**config.mk**
```make
export PLATFORM = sky130hd
export DESIGN_NAME = cp0_subsys
export DESIGN_NICKNAME = d
export VERILOG_FILES = /design/src/hdl/cp0_pkg.sv /design/src/hdl/cp0_write_mask.sv /design/src/hdl/cp0_except.sv /design/src/hdl/cp0_regs.sv /design/src/hdl/tlb.sv /design/src/hdl/cp0_subsys.sv
export SDC_FILE = /design/constraint.sdc
export NUM_CORES = 2
export LEC_CHECK = 0
export BUFFER_PORTS_ARGS = -buffer_cell sky130_fd_sc_hd__buf_4
export CELL_PAD_IN_SITES_DETAIL_PLACEMENT = 1
export CELL_PAD_IN_SITES_GLOBAL_PLACEMENT = 2
export CORE_MARGIN = 4
export CORE_UTILIZATION = 43
export CTS_CLUSTER_DIAMETER = 60
export DETAILED_ROUTE_END_ITERATION = 16
export GPL_ROUTABILITY_DRIVEN = 0
export PLACE_DENSITY = 0.89
export SETUP_SLACK_MARGIN = 0.02
export SLEW_MARGIN = 30
export SYNTH_ARGS = -nofsm -noshare
export SYNTH_HDL_FRONTEND = slang
export SYNTH_HIERARCHICAL = 1
export SYNTH_SLANG_ARGS = --single-unit
```
**constraint.sdc**
```tcl
create_clock -name clk -period 6 [get_ports clk]
set_clock_uncertainty 0.15 [all_clocks]
set_input_delay 0.3 -clock clk [delete_from_list [all_inputs] [get_ports clk]]
set_output_delay 0.3 -clock clk [all_outputs]
set_load 0.01 [all_outputs]
```
**src/hdl/cp0_pkg.sv**
```systemverilog
package cp0_pkg;

// ~~~~~~~~~~~~~~~~~~~~~~~~~~~~~~~~~~~~~~~~~~~~~~~~~~~~~~~~~~~~~~~~~~~~~
// Widths
// ~~~~~~~~~~~~~~~~~~~~~~~~~~~~~~~~~~~~~~~~~~~~~~~~~~~~~~~~~~~~~~~~~~~~~

typedef logic [31:0] word_t;
typedef logic [4:0]  reg_addr_t;
typedef logic [2:0]  reg_sel_t;
typedef logic [4:0]  exc_code_t;
typedef logic [7:0]  asid_t;
typedef logic [18:0] vpn2_t;
typedef logic [23:0] pfn_t;
typedef logic [2:0]  cache_attr_t;
typedef logic [2:0]  tlb_index_t;

localparam int TLB_ENTRIES = 8;

// ~~~~~~~~~~~~~~~~~~~~~~~~~~~~~~~~~~~~~~~~~~~~~~~~~~~~~~~~~~~~~~~~~~~~~
// Register numbers
// ~~~~~~~~~~~~~~~~~~~~~~~~~~~~~~~~~~~~~~~~~~~~~~~~~~~~~~~~~~~~~~~~~~~~~

localparam reg_sel_t SEL_MAIN = 3'd0;
localparam reg_sel_t SEL_EXT  = 3'd1;  // EBase and Config1 live here.

localparam reg_addr_t REG_INDEX     = 5'd0;
localparam reg_addr_t REG_RANDOM    = 5'd1;
localparam reg_addr_t REG_ENTRY_LO0 = 5'd2;
localparam reg_addr_t REG_ENTRY_LO1 = 5'd3;
localparam reg_addr_t REG_CONTEXT   = 5'd4;
localparam reg_addr_t REG_BAD_VADDR = 5'd8;
localparam reg_addr_t REG_COUNT     = 5'd9;
localparam reg_addr_t REG_ENTRY_HI  = 5'd10;
localparam reg_addr_t REG_COMPARE   = 5'd11;
localparam reg_addr_t REG_STATUS    = 5'd12;
localparam reg_addr_t REG_CAUSE     = 5'd13;
localparam reg_addr_t REG_EPC       = 5'd14;
localparam reg_addr_t REG_PRID      = 5'd15;
localparam reg_addr_t REG_CONFIG    = 5'd16;
localparam reg_addr_t REG_EBASE     = 5'd15;
localparam reg_addr_t REG_CONFIG1   = 5'd16;

// Status and Cause bit positions.
localparam int ST_IE    = 0;
localparam int ST_EXL   = 1;
localparam int ST_ERL   = 2;
localparam int CAUSE_BD = 31;

// ~~~~~~~~~~~~~~~~~~~~~~~~~~~~~~~~~~~~~~~~~~~~~~~~~~~~~~~~~~~~~~~~~~~~~
// Exception codes and constants
// ~~~~~~~~~~~~~~~~~~~~~~~~~~~~~~~~~~~~~~~~~~~~~~~~~~~~~~~~~~~~~~~~~~~~~

localparam exc_code_t EXC_INT  = 5'd0;
localparam exc_code_t EXC_MOD  = 5'd1;
localparam exc_code_t EXC_TLBL = 5'd2;
localparam exc_code_t EXC_TLBS = 5'd3;
localparam exc_code_t EXC_ADEL = 5'd4;
localparam exc_code_t EXC_ADES = 5'd5;
localparam exc_code_t EXC_SYS  = 5'd8;
localparam exc_code_t EXC_BP   = 5'd9;
localparam exc_code_t EXC_RI   = 5'd10;
localparam exc_code_t EXC_OV   = 5'd12;

localparam word_t STATUS_RESET  = 32'h1040_0000;  // CU0 and BEV set.
localparam word_t EBASE_RESET   = 32'h8000_0000;
localparam word_t CONFIG0_VALUE = {1'b1, 21'b0, 3'd1, 4'b0, 3'd3};  // Standard TLB, K0 cached.
localparam word_t CONFIG1_VALUE = {1'b0, 6'(TLB_ENTRIES - 1), 3'd2, 3'd4, 3'd1,
	3'd2, 3'd4, 3'd1, 7'd0};
localparam word_t PRID_VALUE    = {8'h00, 8'h01, 16'h8000};

endpackage

```
**src/hdl/cp0_write_mask.sv**
```systemverilog
`timescale 1ns/100ps

module cp0_write_mask (
	input  cp0_pkg::reg_sel_t  sel,
	input  cp0_pkg::reg_addr_t addr,
	output cp0_pkg::word_t     mask
);
	import cp0_pkg::*;

	always_comb begin
		mask = '0;
		if (sel == SEL_MAIN) begin
			case (addr)
				REG_INDEX:     mask = 32'h0000_0007;  // Probe flag is read only.
				REG_ENTRY_LO0: mask = 32'h3fff_ffff;
				REG_ENTRY_LO1: mask = 32'h3fff_ffff;
				REG_CONTEXT:   mask = 32'hff80_0000;  // PTEBase only.
				REG_COUNT:     mask = 32'hffff_ffff;
				REG_ENTRY_HI:  mask = 32'hffff_e0ff;
				REG_COMPARE:   mask = 32'hffff_ffff;
				REG_STATUS:    mask = 32'h1040_ff1f;
				REG_CAUSE:     mask = 32'h0000_0300;  // Software interrupts.
				REG_EPC:       mask = 32'hffff_ffff;
				default:       mask = '0;
			endcase
		end else if (sel == SEL_EXT && addr == REG_EBASE) begin
			mask = 32'h3fff_f000;
		end
	end

endmodule

```
**src/hdl/cp0_except.sv**
```systemverilog
`timescale 1ns/100ps

module cp0_except (
	input  logic                valid,
	input  logic                eret,
	input  logic                delayslot,
	input  cp0_pkg::word_t      pc,
	input  cp0_pkg::word_t      extra,
	input  cp0_pkg::exc_code_t  code,
	input  logic                status_exl,
	input  logic                status_erl,
	output logic                epc_we,
	output logic                bd_value,
	output logic                exl_set,
	output logic                exl_clr,
	output logic                erl_clr,
	output logic                code_we,
	output logic                bad_vaddr_we,
	output logic                vpn_we,
	output cp0_pkg::word_t      epc_value
);
	import cp0_pkg::*;

	logic exc;
	logic addr_code;
	logic tlb_code;
	logic code_known;

	assign exc       = valid && !eret;
	assign addr_code = (code == EXC_ADEL) || (code == EXC_ADES);
	assign tlb_code  = (code == EXC_TLBL) || (code == EXC_TLBS);

	// ERET leaves error level first, then exception level.
	assign erl_clr = valid && eret && status_erl;
	assign exl_clr = valid && eret && !status_erl;

	assign exl_set      = exc;
	assign code_we      = exc;
	assign epc_we       = exc && !status_exl;  // Nested entry keeps the first EPC.
	assign epc_value    = delayslot ? pc - 32'd4 : pc;
	assign bd_value     = delayslot;
	assign bad_vaddr_we = exc && (addr_code || tlb_code);
	assign vpn_we       = exc && tlb_code;  // Refill also loads Context and EntryHi.

	always_comb begin
		case (code)
			EXC_INT, EXC_MOD, EXC_TLBL, EXC_TLBS, EXC_ADEL,
			EXC_ADES, EXC_SYS, EXC_BP, EXC_RI, EXC_OV: code_known = 1'b1;
			default: code_known = 1'b0;
		endcase
	end

	// An exception from the pipeline must carry a code this block knows,
	// and an address fault must carry a defined address.
	always_comb begin
		if (exc) begin
			assert final (code_known && !(bad_vaddr_we && $isunknown(extra)))
				else $error("exception with unknown code %0d", code);
		end
	end

endmodule

```
**src/hdl/cp0_regs.sv**
```systemverilog
`timescale 1ns/100ps

module cp0_regs (
	input  logic                  clk,
	input  logic                  rst,
	input  logic                  stall,
	input  cp0_pkg::reg_addr_t    raddr,
	input  cp0_pkg::reg_sel_t     rsel,
	input  logic                  we,
	input  cp0_pkg::reg_addr_t    waddr,
	input  cp0_pkg::reg_sel_t     wsel,
	input  cp0_pkg::word_t        wdata,
	input  logic [7:0]            interrupt_flag,
	input  logic                  epc_we,
	input  cp0_pkg::word_t        epc_value,
	input  logic                  bd_value,
	input  logic                  exl_set,
	input  logic                  exl_clr,
	input  logic                  erl_clr,
	input  logic                  code_we,
	input  logic                  bad_vaddr_we,
	input  logic                  vpn_we,
	input  cp0_pkg::word_t        exc_extra,
	input  cp0_pkg::exc_code_t    exc_code,
	input  logic                  tlbr,
	input  logic                  tlbp,
	input  logic                  tlbwi,
	input  logic                  tlbwr,
	input  cp0_pkg::vpn2_t        rd_vpn2,
	input  cp0_pkg::asid_t        rd_asid,
	input  cp0_pkg::pfn_t         rd_pfn0,
	input  cp0_pkg::pfn_t         rd_pfn1,
	input  cp0_pkg::cache_attr_t  rd_c0,
	input  cp0_pkg::cache_attr_t  rd_c1,
	input  logic                  rd_d0,
	input  logic                  rd_d1,
	input  logic                  rd_v0,
	input  logic                  rd_v1,
	input  logic                  rd_g,
	input  logic                  probe_hit,
	input  cp0_pkg::tlb_index_t   probe_index,
	output cp0_pkg::word_t        rdata,
	output logic                  status_exl,
	output logic                  status_erl,
	output logic                  timer_int,
	output logic                  int_pending,
	output logic                  tlb_we,
	output cp0_pkg::tlb_index_t   tlb_index,
	output cp0_pkg::vpn2_t        wr_vpn2,
	output cp0_pkg::asid_t        wr_asid,
	output cp0_pkg::pfn_t         wr_pfn0,
	output cp0_pkg::pfn_t         wr_pfn1,
	output cp0_pkg::cache_attr_t  wr_c0,
	output cp0_pkg::cache_attr_t  wr_c1,
	output logic                  wr_d0,
	output logic                  wr_d1,
	output logic                  wr_v0,
	output logic                  wr_v1,
	output logic                  wr_g,
	output cp0_pkg::asid_t        asid,
	output logic                  user_mode
);
	import cp0_pkg::*;

	word_t index, entry_lo0, entry_lo1, context_reg;
	word_t bad_vaddr, count, entry_hi, compare;
	word_t status, cause, epc, ebase;
	tlb_index_t random;
	word_t wmask;
	logic wr_en;
	logic tlb_rd;
	logic tlb_pr;
	logic compare_wr;

	function automatic word_t merge(input word_t old);
		return (wdata & wmask) | (old & ~wmask);
	endfunction

	cp0_write_mask mask0 (
		.sel  (wsel),
		.addr (waddr),
		.mask (wmask)
	);

	assign wr_en      = we && !stall;
	assign tlb_rd     = tlbr && !stall;
	assign tlb_pr     = tlbp && !stall;
	assign compare_wr = wr_en && wsel == SEL_MAIN && waddr == REG_COMPARE;

	// ~~~~~~~~~~~~~~~~~~~~~~~~~~~~~~~~~~~~~~~~~~~~~~~~~~~~~~~~~~~~~~~~~~~~~
	// Register updates
	// ~~~~~~~~~~~~~~~~~~~~~~~~~~~~~~~~~~~~~~~~~~~~~~~~~~~~~~~~~~~~~~~~~~~~~

	always_ff @(posedge clk) begin
		if (rst) begin
			index       <= '0;
			random      <= tlb_index_t'(TLB_ENTRIES - 1);
			entry_lo0   <= '0;
			entry_lo1   <= '0;
			context_reg <= '0;
			bad_vaddr   <= '0;
			count       <= '0;
			entry_hi    <= '0;
			compare     <= '0;
			status      <= STATUS_RESET;
			cause       <= '0;
			epc         <= '0;
			ebase       <= EBASE_RESET;
		end else begin
			count <= count + 32'd1;
			if (wr_en && wsel == SEL_MAIN) begin
				case (waddr)
					REG_INDEX:     index       <= merge(index);
					REG_ENTRY_LO0: entry_lo0   <= merge(entry_lo0);
					REG_ENTRY_LO1: entry_lo1   <= merge(entry_lo1);
					REG_CONTEXT:   context_reg <= merge(context_reg);
					REG_COUNT:     count       <= merge(count);
					REG_ENTRY_HI:  entry_hi    <= merge(entry_hi);
					REG_COMPARE:   compare     <= merge(compare);
					REG_STATUS:    status      <= merge(status);
					REG_CAUSE:     cause       <= merge(cause);
					REG_EPC:       epc         <= merge(epc);
					default:       ;
				endcase
			end
			if (wr_en && wsel == SEL_EXT && waddr == REG_EBASE) begin
				ebase <= merge(ebase);
			end
			if (tlb_rd) begin
				entry_hi  <= {rd_vpn2, 5'b0, rd_asid};
				entry_lo0 <= {2'b0, rd_pfn0, rd_c0, rd_d0, rd_v0, rd_g};
				entry_lo1 <= {2'b0, rd_pfn1, rd_c1, rd_d1, rd_v1, rd_g};
			end
			if (tlb_pr) begin
				index <= probe_hit ? word_t'(probe_index) : 32'h8000_0000;  // Miss sets P.
			end
			if (tlbwr && !stall) begin
				random <= random - 1'b1;
			end
			cause[15:10] <= {interrupt_flag[7] | timer_int, interrupt_flag[6:2]};

			// Exception entry and return win over a write in the same cycle.
			if (exl_set) status[ST_EXL] <= 1'b1;
			if (exl_clr) status[ST_EXL] <= 1'b0;
			if (erl_clr) status[ST_ERL] <= 1'b0;
			if (code_we) cause[6:2] <= exc_code;
			if (epc_we) begin
				epc             <= epc_value;
				cause[CAUSE_BD] <= bd_value;
			end
			if (bad_vaddr_we) bad_vaddr <= exc_extra;
			if (vpn_we) begin
				context_reg[22:4] <= exc_extra[31:13];
				entry_hi[31:13]   <= exc_extra[31:13];
			end
		end
	end

	always_ff @(posedge clk) begin
		if (rst) begin
			timer_int <= 1'b0;
		end else if (compare_wr) begin
			timer_int <= 1'b0;
		end else if (compare != '0 && compare == count) begin
			timer_int <= 1'b1;
		end
	end

	// ~~~~~~~~~~~~~~~~~~~~~~~~~~~~~~~~~~~~~~~~~~~~~~~~~~~~~~~~~~~~~~~~~~~~~
	// Read mux and outputs
	// ~~~~~~~~~~~~~~~~~~~~~~~~~~~~~~~~~~~~~~~~~~~~~~~~~~~~~~~~~~~~~~~~~~~~~

	always_comb begin
		rdata = '0;
		if (rsel == SEL_MAIN) begin
			case (raddr)
				REG_INDEX:     rdata = index;
				REG_RANDOM:    rdata = word_t'(random);
				REG_ENTRY_LO0: rdata = entry_lo0;
				REG_ENTRY_LO1: rdata = entry_lo1;
				REG_CONTEXT:   rdata = context_reg;
				REG_BAD_VADDR: rdata = bad_vaddr;
				REG_COUNT:     rdata = count;
				REG_ENTRY_HI:  rdata = entry_hi;
				REG_COMPARE:   rdata = compare;
				REG_STATUS:    rdata = status;
				REG_CAUSE:     rdata = cause;
				REG_EPC:       rdata = epc;
				REG_PRID:      rdata = PRID_VALUE;
				REG_CONFIG:    rdata = CONFIG0_VALUE;
				default:       rdata = '0;
			endcase
		end else if (rsel == SEL_EXT) begin
			case (raddr)
				REG_EBASE:   rdata = ebase;
				REG_CONFIG1: rdata = CONFIG1_VALUE;
				default:     rdata = '0;
			endcase
		end
	end

	assign status_exl  = status[ST_EXL];
	assign status_erl  = status[ST_ERL];
	assign int_pending = status[ST_IE] && !status_exl && !status_erl &&
		|(cause[15:8] & status[15:8]);
	assign asid        = entry_hi[7:0];
	assign user_mode   = (status[4:1] == 4'b1000);  // KSU user, EXL and ERL clear.

	assign tlb_we    = (tlbwi || tlbwr) && !stall;
	assign tlb_index = tlbwr ? random : index[2:0];
	assign wr_vpn2   = entry_hi[31:13];
	assign wr_asid   = entry_hi[7:0];
	assign wr_pfn0   = entry_lo0[29:6];
	assign wr_c0     = entry_lo0[5:3];
	assign wr_d0     = entry_lo0[2];
	assign wr_v0     = entry_lo0[1];
	assign wr_pfn1   = entry_lo1[29:6];
	assign wr_c1     = entry_lo1[5:3];
	assign wr_d1     = entry_lo1[2];
	assign wr_v1     = entry_lo1[1];
	assign wr_g      = entry_lo0[0] & entry_lo1[0];  // Global needs both halves.

	// Only one TLB write source may be selected per instruction.
	assert property (@(posedge clk) disable iff (rst) !(tlbwi && tlbwr))
		else $error("tlbwi and tlbwr raised together");

endmodule

```
**src/hdl/tlb.sv**
```systemverilog
`timescale 1ns/100ps

module tlb (
	input  logic                  clk,
	input  logic                  rst,
	input  logic                  we,
	input  cp0_pkg::tlb_index_t   index,
	input  cp0_pkg::vpn2_t        wr_vpn2,
	input  cp0_pkg::asid_t        wr_asid,
	input  cp0_pkg::pfn_t         wr_pfn0,
	input  cp0_pkg::pfn_t         wr_pfn1,
	input  cp0_pkg::cache_attr_t  wr_c0,
	input  cp0_pkg::cache_attr_t  wr_c1,
	input  logic                  wr_d0,
	input  logic                  wr_d1,
	input  logic                  wr_v0,
	input  logic                  wr_v1,
	input  logic                  wr_g,
	input  cp0_pkg::vpn2_t        probe_vpn2,
	input  cp0_pkg::asid_t        probe_asid,
	output cp0_pkg::vpn2_t        rd_vpn2,
	output cp0_pkg::asid_t        rd_asid,
	output cp0_pkg::pfn_t         rd_pfn0,
	output cp0_pkg::pfn_t         rd_pfn1,
	output cp0_pkg::cache_attr_t  rd_c0,
	output cp0_pkg::cache_attr_t  rd_c1,
	output logic                  rd_d0,
	output logic                  rd_d1,
	output logic                  rd_v0,
	output logic                  rd_v1,
	output logic                  rd_g,
	output logic                  probe_hit,
	output cp0_pkg::tlb_index_t   probe_index
);
	import cp0_pkg::*;

	vpn2_t       vpn2_mem [TLB_ENTRIES];
	asid_t       asid_mem [TLB_ENTRIES];
	pfn_t        pfn0_mem [TLB_ENTRIES];
	pfn_t        pfn1_mem [TLB_ENTRIES];
	cache_attr_t c0_mem   [TLB_ENTRIES];
	cache_attr_t c1_mem   [TLB_ENTRIES];
	logic [TLB_ENTRIES-1:0] d0_mem, d1_mem;
	logic [TLB_ENTRIES-1:0] v0_mem, v1_mem, g_mem;

	always_ff @(posedge clk) begin
		if (rst) begin
			v0_mem <= '0;
			v1_mem <= '0;
			g_mem  <= '0;
		end else if (we) begin
			v0_mem[index] <= wr_v0;
			v1_mem[index] <= wr_v1;
			g_mem[index]  <= wr_g;
		end
	end

	always_ff @(posedge clk) begin
		if (we) begin
			vpn2_mem[index] <= wr_vpn2;
			asid_mem[index] <= wr_asid;
			pfn0_mem[index] <= wr_pfn0;
			pfn1_mem[index] <= wr_pfn1;
			c0_mem[index]   <= wr_c0;
			c1_mem[index]   <= wr_c1;
			d0_mem[index]   <= wr_d0;
			d1_mem[index]   <= wr_d1;
		end
	end

	assign rd_vpn2 = vpn2_mem[index];
	assign rd_asid = asid_mem[index];
	assign rd_pfn0 = pfn0_mem[index];
	assign rd_pfn1 = pfn1_mem[index];
	assign rd_c0   = c0_mem[index];
	assign rd_c1   = c1_mem[index];
	assign rd_d0   = d0_mem[index];
	assign rd_d1   = d1_mem[index];
	assign rd_v0   = v0_mem[index];
	assign rd_v1   = v1_mem[index];
	assign rd_g    = g_mem[index];

	// Scan from the top so the lowest matching entry is the one kept.
	always_comb begin
		probe_hit   = 1'b0;
		probe_index = '0;
		for (int i = TLB_ENTRIES - 1; i >= 0; i--) begin
			if (vpn2_mem[i] == probe_vpn2 && (asid_mem[i] == probe_asid || g_mem[i])) begin
				probe_hit   = 1'b1;
				probe_index = tlb_index_t'(i);
			end
		end
	end

	assert property (@(posedge clk) disable iff (rst) we |-> !$isunknown(index))
		else $error("TLB write with unknown index");

endmodule

```
**src/hdl/cp0_subsys.sv**
```systemverilog
`timescale 1ns/100ps

module cp0_subsys (
	input  logic                 clk,
	input  logic                 rst,
	input  logic                 stall,
	input  cp0_pkg::reg_addr_t   raddr,
	input  cp0_pkg::reg_sel_t    rsel,
	input  logic                 we,
	input  cp0_pkg::reg_addr_t   waddr,
	input  cp0_pkg::reg_sel_t    wsel,
	input  cp0_pkg::word_t       wdata,
	input  logic                 exc_valid,
	input  logic                 exc_eret,
	input  logic                 exc_delayslot,
	input  cp0_pkg::word_t       exc_pc,
	input  cp0_pkg::exc_code_t   exc_code,
	input  cp0_pkg::word_t       exc_extra,
	input  logic [7:0]           interrupt_flag,
	input  logic                 tlbr,
	input  logic                 tlbp,
	input  logic                 tlbwi,
	input  logic                 tlbwr,
	output cp0_pkg::word_t       rdata,
	output logic                 timer_int,
	output logic                 int_pending,
	output cp0_pkg::asid_t       asid,
	output logic                 user_mode
);
	import cp0_pkg::*;

	logic status_exl, status_erl;
	logic epc_we, bd_value, exl_set, exl_clr, erl_clr;
	logic code_we, bad_vaddr_we, vpn_we;
	word_t epc_value;
	logic tlb_we;
	tlb_index_t tlb_index;
	vpn2_t wr_vpn2, rd_vpn2;
	asid_t wr_asid, rd_asid;
	pfn_t wr_pfn0, wr_pfn1, rd_pfn0, rd_pfn1;
	cache_attr_t wr_c0, wr_c1, rd_c0, rd_c1;
	logic wr_d0, wr_d1, wr_v0, wr_v1, wr_g;
	logic rd_d0, rd_d1, rd_v0, rd_v1, rd_g;
	logic probe_hit;
	tlb_index_t probe_index;

	cp0_except except0 (
		.valid     (exc_valid),
		.eret      (exc_eret),
		.delayslot (exc_delayslot),
		.pc        (exc_pc),
		.extra     (exc_extra),
		.code      (exc_code),
		.status_exl, .status_erl,
		.epc_we, .bd_value, .exl_set, .exl_clr, .erl_clr,
		.code_we, .bad_vaddr_we, .vpn_we, .epc_value
	);

	cp0_regs regs0 (
		.clk, .rst, .stall,
		.raddr, .rsel, .we, .waddr, .wsel, .wdata,
		.interrupt_flag,
		.epc_we, .epc_value, .bd_value, .exl_set, .exl_clr, .erl_clr,
		.code_we, .bad_vaddr_we, .vpn_we, .exc_extra, .exc_code,
		.tlbr, .tlbp, .tlbwi, .tlbwr,
		.rd_vpn2, .rd_asid, .rd_pfn0, .rd_pfn1, .rd_c0, .rd_c1,
		.rd_d0, .rd_d1, .rd_v0, .rd_v1, .rd_g,
		.probe_hit, .probe_index,
		.rdata, .status_exl, .status_erl, .timer_int, .int_pending,
		.tlb_we, .tlb_index,
		.wr_vpn2, .wr_asid, .wr_pfn0, .wr_pfn1, .wr_c0, .wr_c1,
		.wr_d0, .wr_d1, .wr_v0, .wr_v1, .wr_g,
		.asid, .user_mode
	);

	// Probe key is the current EntryHi.
	tlb tlb0 (
		.clk, .rst,
		.we    (tlb_we),
		.index (tlb_index),
		.wr_vpn2, .wr_asid, .wr_pfn0, .wr_pfn1, .wr_c0, .wr_c1,
		.wr_d0, .wr_d1, .wr_v0, .wr_v1, .wr_g,
		.probe_vpn2 (wr_vpn2),
		.probe_asid (asid),
		.rd_vpn2, .rd_asid, .rd_pfn0, .rd_pfn1, .rd_c0, .rd_c1,
		.rd_d0, .rd_d1, .rd_v0, .rd_v1, .rd_g,
		.probe_hit, .probe_index
	);

endmodule

```
Yosys cells after proc, flatten, opt, wreduce, memory -nomap -nowiden
Memory sizes are Yosys's and may differ from the RTL's.
Cells that the tools add are included.
- add/subtract/negate cells: 3
- magnitude comparators: 2
- equality and inequality tests: 47
- muxes and demuxes: 73
- bitwise gates (word level): 27
- reductions and logical operators: 89
- operators by type and width (kind ; number):
    32-bit 2-to-1 mux ; 19
    32-bit case mux with 14 select lines ; 1
    32-bit bitwise AND ; 12
    32-bit bitwise OR ; 11
    30-bit 2-to-1 mux ; 7
    19-bit equality test ; 8
    5-bit by 4-bit equality test with 1-bit output (second input constant) ; 15
    8-bit equality test ; 8
    32-bit case mux with 2 select lines ; 1
    23-bit 2-to-1 mux ; 2
    8-bit bitwise mux ; 5
    19-bit 2-to-1 mux ; 2
    2-bit AND reduction ; 17
    32-bit by 1-bit adder with 32-bit output (second input constant) ; 1
    32-bit equality test ; 1
    32-bit inverter ; 1
    32-bit nonzero test ; 1
    32-bit by 3-bit subtractor with 32-bit output (second input constant) ; 1
    5-bit by 2-bit equality test with 1-bit output (second input constant) ; 6
    1-bit logical AND ; 30
    2-bit nonzero test ; 14
    3-bit 2-to-1 mux ; 9
    5-bit by 3-bit equality test with 1-bit output (second input constant) ; 4
    1-bit 2-to-1 mux ; 18
    other kinds (21) ; 47
- bits in registers: 428
- RAM bits: 648
- ROM bits: 512
- bits of input ports: 136
- output and inout port bits: 43
- logic and storage cells: 277
- memories kept: 7
- memory list (memory ; depth ; width ; rd ports ; clocked after Yosys merged registers in ; wr ports ; RTL line ; source):
    (no name shown) ; 16 ; 32 ; 1 ; 0 ; 0 ; cp0_write_mask.sv:13 ; case (addr)
    tlb0.pfn0_mem ; 8 ; 24 ; 1 ; 0 ; 1 ; tlb.sv:39 ; pfn_t pfn0_mem [TLB_ENTRIES];
    tlb0.pfn1_mem ; 8 ; 24 ; 1 ; 0 ; 1 ; tlb.sv:40 ; pfn_t pfn1_mem [TLB_ENTRIES];
    tlb0.vpn2_mem ; 8 ; 19 ; 9 ; 0 ; 1 ; tlb.sv:37 ; vpn2_t vpn2_mem [TLB_ENTRIES];
    tlb0.asid_mem ; 8 ; 8 ; 9 ; 0 ; 1 ; tlb.sv:38 ; asid_t asid_mem [TLB_ENTRIES];
    tlb0.c0_mem ; 8 ; 3 ; 1 ; 0 ; 1 ; tlb.sv:41 ; cache_attr_t c0_mem [TLB_ENTRIES];
    1 more memories ; -- ; -- ; -- ; -- ; -- ; -- ;

Logic depth before layout (Yosys ltp)
An unclocked memory read counts as a cell.
- depth in word-level cells: 14
- depth in mapped cells: 13
- depth with buffers taken out: 11

Modules after synthesis
The synthesis kept the hierarchy.
- modules (own cells, without submodules) (module ; times used ; cells an instance ; area an instance (um2) ; sequential area each (um2)):
    tlb ; 1 ; 1412 ; 28538.6 ; 20419.6
    cp0_regs ; 1 ; 2909 ; 22167.5 ; 7767.4
    cp0_except ; 1 ; 96 ; 693.2 ; 0.0
    cp0_write_mask ; 1 ; 70 ; 459.2 ; 0.0

Least setup slack after synthesis
No wires, ideal clock.
- path type: input port to flip-flop
- start: input tlbwr
- end: register tlb0.v0_mem[2]
- library setup time: 0.128 ns
- arrival: 5.197 ns
- data required time: 5.722 ns
- path slack: 0.526 ns
- cell stages on the path: 6
- buffers on the path: 1
- cells stage by stage: mux2_2 > clkbuf_1 > nand2b_1 > nor2_1 > mux2i_1 > nor2_1
- word-level cells in the longest chain between the ends: 6
- elaborated cells between the ends (all ways): 9
- classes of those cells: order compare (2); mux (4); reduce/logical (3)
- RTL lines (item ; RTL line ; source):
    from (decl) ; cp0_subsys.sv:23 ; input logic tlbwr,
    3-bit 2-to-1 mux ; cp0_regs.sv:210 ; assign tlb_index = tlbwr ? random : index[2:0];
    3-bit by 4-bit less-than comparator with 1-bit output (not written as such) / 3-bit by 1-bit >= comparator with 1-bit output (equally long branches) ; tlb.sv:52 ; v0_mem[index] <= wr_v0;
    1-bit logical AND (not written as such) ; tlb.sv:52 ;
    1-bit 2-to-1 mux (not written as such) ; tlb.sv:52 ;
    1-bit demux with 3-bit select ; -- ;
    8-bit bitwise mux ; tlb.sv:52 ;
    to (signal, indexed assignment) ; tlb.sv:52 ;
    to (decl) ; tlb.sv:44 ; logic [TLB_ENTRIES-1:0] v0_mem, v1_mem, g_mem;
Several ways; a longest one is shown, not always the timed one.
A chain may end at the register's enable or synchronous reset.

Worst setup path after layout
- start: input raddr[2]
- end: output rdata[0]
- word-level cells in the longest chain between the ends: 4
- elaborated cells between the ends (all ways): 18
- classes of those cells: eq/ne (13); mux (4); reduce/logical (1)
- RTL lines (item ; RTL line ; source):
    from (decl) ; cp0_subsys.sv:7 ; input cp0_pkg::reg_addr_t raddr,
    5-bit equality test / 5-bit by 4-bit equality test with 1-bit output (equally long branches) ; cp0_regs.sv:176, cp0_regs.sv:194 ;
    32-bit case mux with 2 select lines ; cp0_regs.sv:194 ; case (raddr)
    32-bit 2-to-1 mux ; cp0_regs.sv:193 ; end else if (rsel == SEL_EXT) begin
    32-bit 2-to-1 mux (*) ; cp0_regs.sv:175 ; if (rsel == SEL_MAIN) begin
    to (decl) ; cp0_subsys.sv:24 ; output cp0_pkg::word_t rdata,
Every way passes the cells marked *; elsewhere a longest branch is shown, timed or not.

==> flow_results.xml <==
<?xml version="1.0" encoding="UTF-8"?>
<metrics>
  <group name="setup_path">
    <metric name="crit_path_end_kind" unit="">output port</metric>
    <metric name="critical_path.max_stage_delay" unit="ns">0.71</metric>
    <metric name="critPathMostFrequentCell" unit="">buf_4</metric>
    <metric name="arrival" unit="ns">3.59</metric>
    <metric name="critical_path.cell_chain" unit="">buf_4 -&gt; nand3b_1 -&gt; nor2_2 -&gt; buf_4 -&gt; a221oi_1 -&gt; a2bb2oi_1 -&gt; o21ai_0 -&gt; buf_4</metric>
    <metric name="required" unit="ns">5.55</metric>
    <metric name="critical-path-slowest-cell" unit="">nor2_2</metric>
    <metric name="critPathKind" unit="">input port to output port</metric>
    <metric name="crit_path_start_kind" unit="">input port</metric>
    <metric name="path_max_fanout" unit="">37</metric>
    <metric name="worstRegToRegCells" unit="">11</metric>
  </group>
  <group name="sta">
    <metric name="worst_slew_margin_rel" unit="">0.271</metric>
    <metric name="worst_pin_slew" unit="ns">1.09</metric>
    <metric name="hold_viol_final" unit="">0</metric>
    <metric name="grt_setup_unrepaired" unit="">no</metric>
    <metric name="clock.fmax" unit="MHz">248</metric>
    <metric name="finalSetupViolCount" unit="">0</metric>
    <metric name="fin_crit_sh" unit="">0.673</metric>
    <metric name="timing_max_transition_violations_final" unit="">0</metric>
    <metric name="fin_tns_setup" unit="ns">0</metric>
    <metric name="post-route-min-period" unit="ns">4.04</metric>
  </group>
  <group name="die">
    <metric name="fp.dieW" unit="um">355</metric>
    <metric name="io_pins" unit="">179</metric>
    <metric name="die_y" unit="um">355</metric>
    <metric name="floorplan.initialDensity" unit="">0.433</metric>
    <metric name="design.core.area" unit="sq um">120000</metric>
    <metric name="fp.dieArea" unit="sq um">126000</metric>
    <metric name="placement_rows" unit="">127</metric>
  </group>
  <group name="cts">
    <metric name="clock_sinks" unit="">1076</metric>
    <metric name="clock_insertion_delay_worst_skew" unit="ns">0.72</metric>
    <metric name="cts.reportedPaths.clkPinSlew" unit="ns">0.07</metric>
    <metric name="tritoncts" unit="">built</metric>
    <metric name="numCtsBuffers" unit="">115</metric>
    <metric name="cts_repair_resizes" unit="">0</metric>
    <metric name="ctsHoldBuffers" unit="">150</metric>
    <metric name="h-tree-depth" unit="">3</metric>
    <metric name="cts-root-buf" unit="">clkbuf_16</metric>
    <metric name="cts-root-to-sink-buffers" unit="">3</metric>
    <metric name="cts_post_setup_buffers_inserted" unit="">0</metric>
  </group>
  <group name="routing">
    <metric name="drt-initial-drc-count" unit="">5598</metric>
    <metric name="drcViolationCount" unit="">0</metric>
    <metric name="route.final.wire_length" unit="mm">200</metric>
    <metric name="final_antenna_net_count" unit="">0</metric>
    <metric name="first_pass_iters" unit="">6</metric>
    <metric name="post_drt_via_cell_ratio" unit="">6.48</metric>
    <metric name="route.vias.total" unit="">40400</metric>
    <metric name="wl_per_cell" unit="um">32.1</metric>
  </group>
  <group name="power">
    <metric name="pwr_density_cell" unit="nW/um^2">290</metric>
    <metric name="total_leakage_power" unit="nW">19.8</metric>
    <metric name="irDropWorstVdd" unit="V">0.000228</metric>
    <metric name="power" unit="mW">17.2</metric>
  </group>
  <group name="grt">
    <metric name="first_pass_grt_wire_length" unit="mm">288</metric>
    <metric name="largest_net_degree_at_the_start_of_global_routing" unit="">121</metric>
    <metric name="first_global_vias" unit="">41100</metric>
    <metric name="globalRouteTotalUtil" unit="">0.308</metric>
    <metric name="number_of_antenna_violations_at_the_first_check_in_global_routing" unit="">18</metric>
    <metric name="gr-total-overflow" unit="">0</metric>
  </group>
  <group name="placement">
    <metric name="dpl.hpwl" unit="mm">126</metric>
    <metric name="io_buffer_count" unit="">176</metric>
  </group>
  <group name="yosys">
    <metric name="edff_count_synth" unit="">664</metric>
    <metric name="post-synth-top-area-fraction" unit="">0.384</metric>
    <metric name="yosysUniqueCellTypes" unit="">85</metric>
    <metric name="synth.yosys.warnings" unit="">6</metric>
    <metric name="synth-seq-area-share" unit="">0.544</metric>
    <metric name="synthesis.area" unit="sq um">51900</metric>
    <metric name="async_flop_share" unit="">0</metric>
    <metric name="postSynthNetCount" unit="">4626</metric>
    <metric name="synthesis.instances" unit="">4487</metric>
    <metric name="synthFlopType" unit="">edfxtp_1</metric>
    <metric name="synth.area.top_cells" unit="">edfxtp_1, dfxtp_1, mux4_2</metric>
    <metric name="ys_ff_latch" unit="">1076</metric>
    <metric name="post_synth.cell_area_avg" unit="sq um">11.6</metric>
    <metric name="yosys.area.top_type" unit="">edfxtp_1</metric>
  </group>
  <group name="final_layout">
    <metric name="final_net_count" unit="">4649</metric>
    <metric name="synthToLayoutAreaGrowth" unit="%">14.3</metric>
    <metric name="layout.cells.most_common" unit="">edfxtp_1</metric>
    <metric name="layout.cells.most_common_list" unit="">edfxtp_1, nand2_1, dfxtp_1, buf_4, nand3_1</metric>
    <metric name="proportion_of_layout_cells_with_a_drive_suffix_above_1" unit="">0.181</metric>
  </group>
  <group name="flow_run">
    <metric name="cap_viol_max_count" unit="">0</metric>
  </group>
  <group name="run_status">
    <metric name="outcome" unit="">complete, no violations</metric>
  </group>
  <group name="hold_path">
    <metric name="holdCritPathClass" unit="">input port to flip-flop</metric>
    <metric name="hold-path-cell-count" unit="">5</metric>
  </group>
</metrics>
==> final timing paths <==
check / startpoint / endpoint / slack, ns
worst max-delay path: raddr[2] / rdata[0] / 1.96
worst min register to register: flip-flop / flip-flop / 0.30
worst max register to register: regs0/entry_hi[17]$_SDFFE_PP0P_ / flip-flop / 2.17
worst min-delay path: waddr[1] / flip-flop / 0.06
==> cell families (layout without fill, tap and decap cells) <==
logic type / count (synthesis) / after routing / synth area share
AO/OA/AOI/OAI: 736 / 736 / 0.0967
adder cells (fa/ha/maj): 3 / 3 / 0.000724
AND/OR/NAND/NOR: 1450 / 1450 / 0.140
flip-flops: 1076 / 1076 / 0.544
multiplexers: 391 / 391 / 0.120
other: 0 / 6 / 0
XOR/XNOR: 278 / 278 / 0.0470
buffers and inverters: 553 / 677 / 0.0521
==> layer usage <==
| layer | GRT usage | wire (um) |
|---|---|---|
| met5 | 0 | 31 |
| met4 | 0.151 | 10900 |
| met3 | 0.0618 | 21800 |
| met2 | 0.486 | 91000 |
| met1 | 0.409 | 76200 |
==> synth_stat cells, types with 42 or more instances <==
library cell,number
a211oi_1,94
nand3_1,240
edfxtp_1,664
buf_2,64
a21oi_1,243
a31oi_1,48
nor3_1,119
mux2_2,100
clkbuf_1,297
xor2_1,215
a22oi_1,73
dfxtp_1,412
nor2_1,182
nor4_1,123
buf_4,123
mux4_2,174
xnor2_1,63
nand2_1,491
and3_1,62
nor2b_1,63
mux2i_1,117
a21boi_0,42
==> final cells by class <==
type | count | area [sq um]
diodes | 6 | 15.0
clock buffers | 150 | 3130
inverters | 34 | 140
repair buffers | 425 | 3740
clock inverters | 68 | 744
well taps | 1612 | 2020
flip-flops and latches | 1076 | 28200
multi-input cells | 2858 | 21300
fillers | 12400 | 60500
==> stage by stage <==
stage	std cells	setup WS (ns)	area (sq um)	hold slack, ns	utilization
4_1_cts	6221	2.06	59200	0.0543	0.494
3_5_place_dp	5853	2.09	53900	0.297	0.449
6_report	6229	1.96	59300	0.0573	0.495
2_1_floorplan	4487	0.526	51900	0.219	-
3_3_place_gp	5852	2.06	53800	0.288	0.449
5_1_grt	6223	1.84	59300	0.0610	0.495
==> critical path, delay by kind of cell <==
family	cells	cell delay (ns)
buffers and inverters	3	1.23
AO/OA/AOI/OAI	3	0.67
AND/OR/NAND/NOR	2	1.34
==> power by group <==
group	total, mW	internal [mW]	leakage, nW	switching (mW)
clock network	7.38	4.22	1.89	3.16
logic	1.51	0.598	8.47	0.916
registers	8.29	8.05	9.48	0.243
Power figures use the tool's default switching activity.
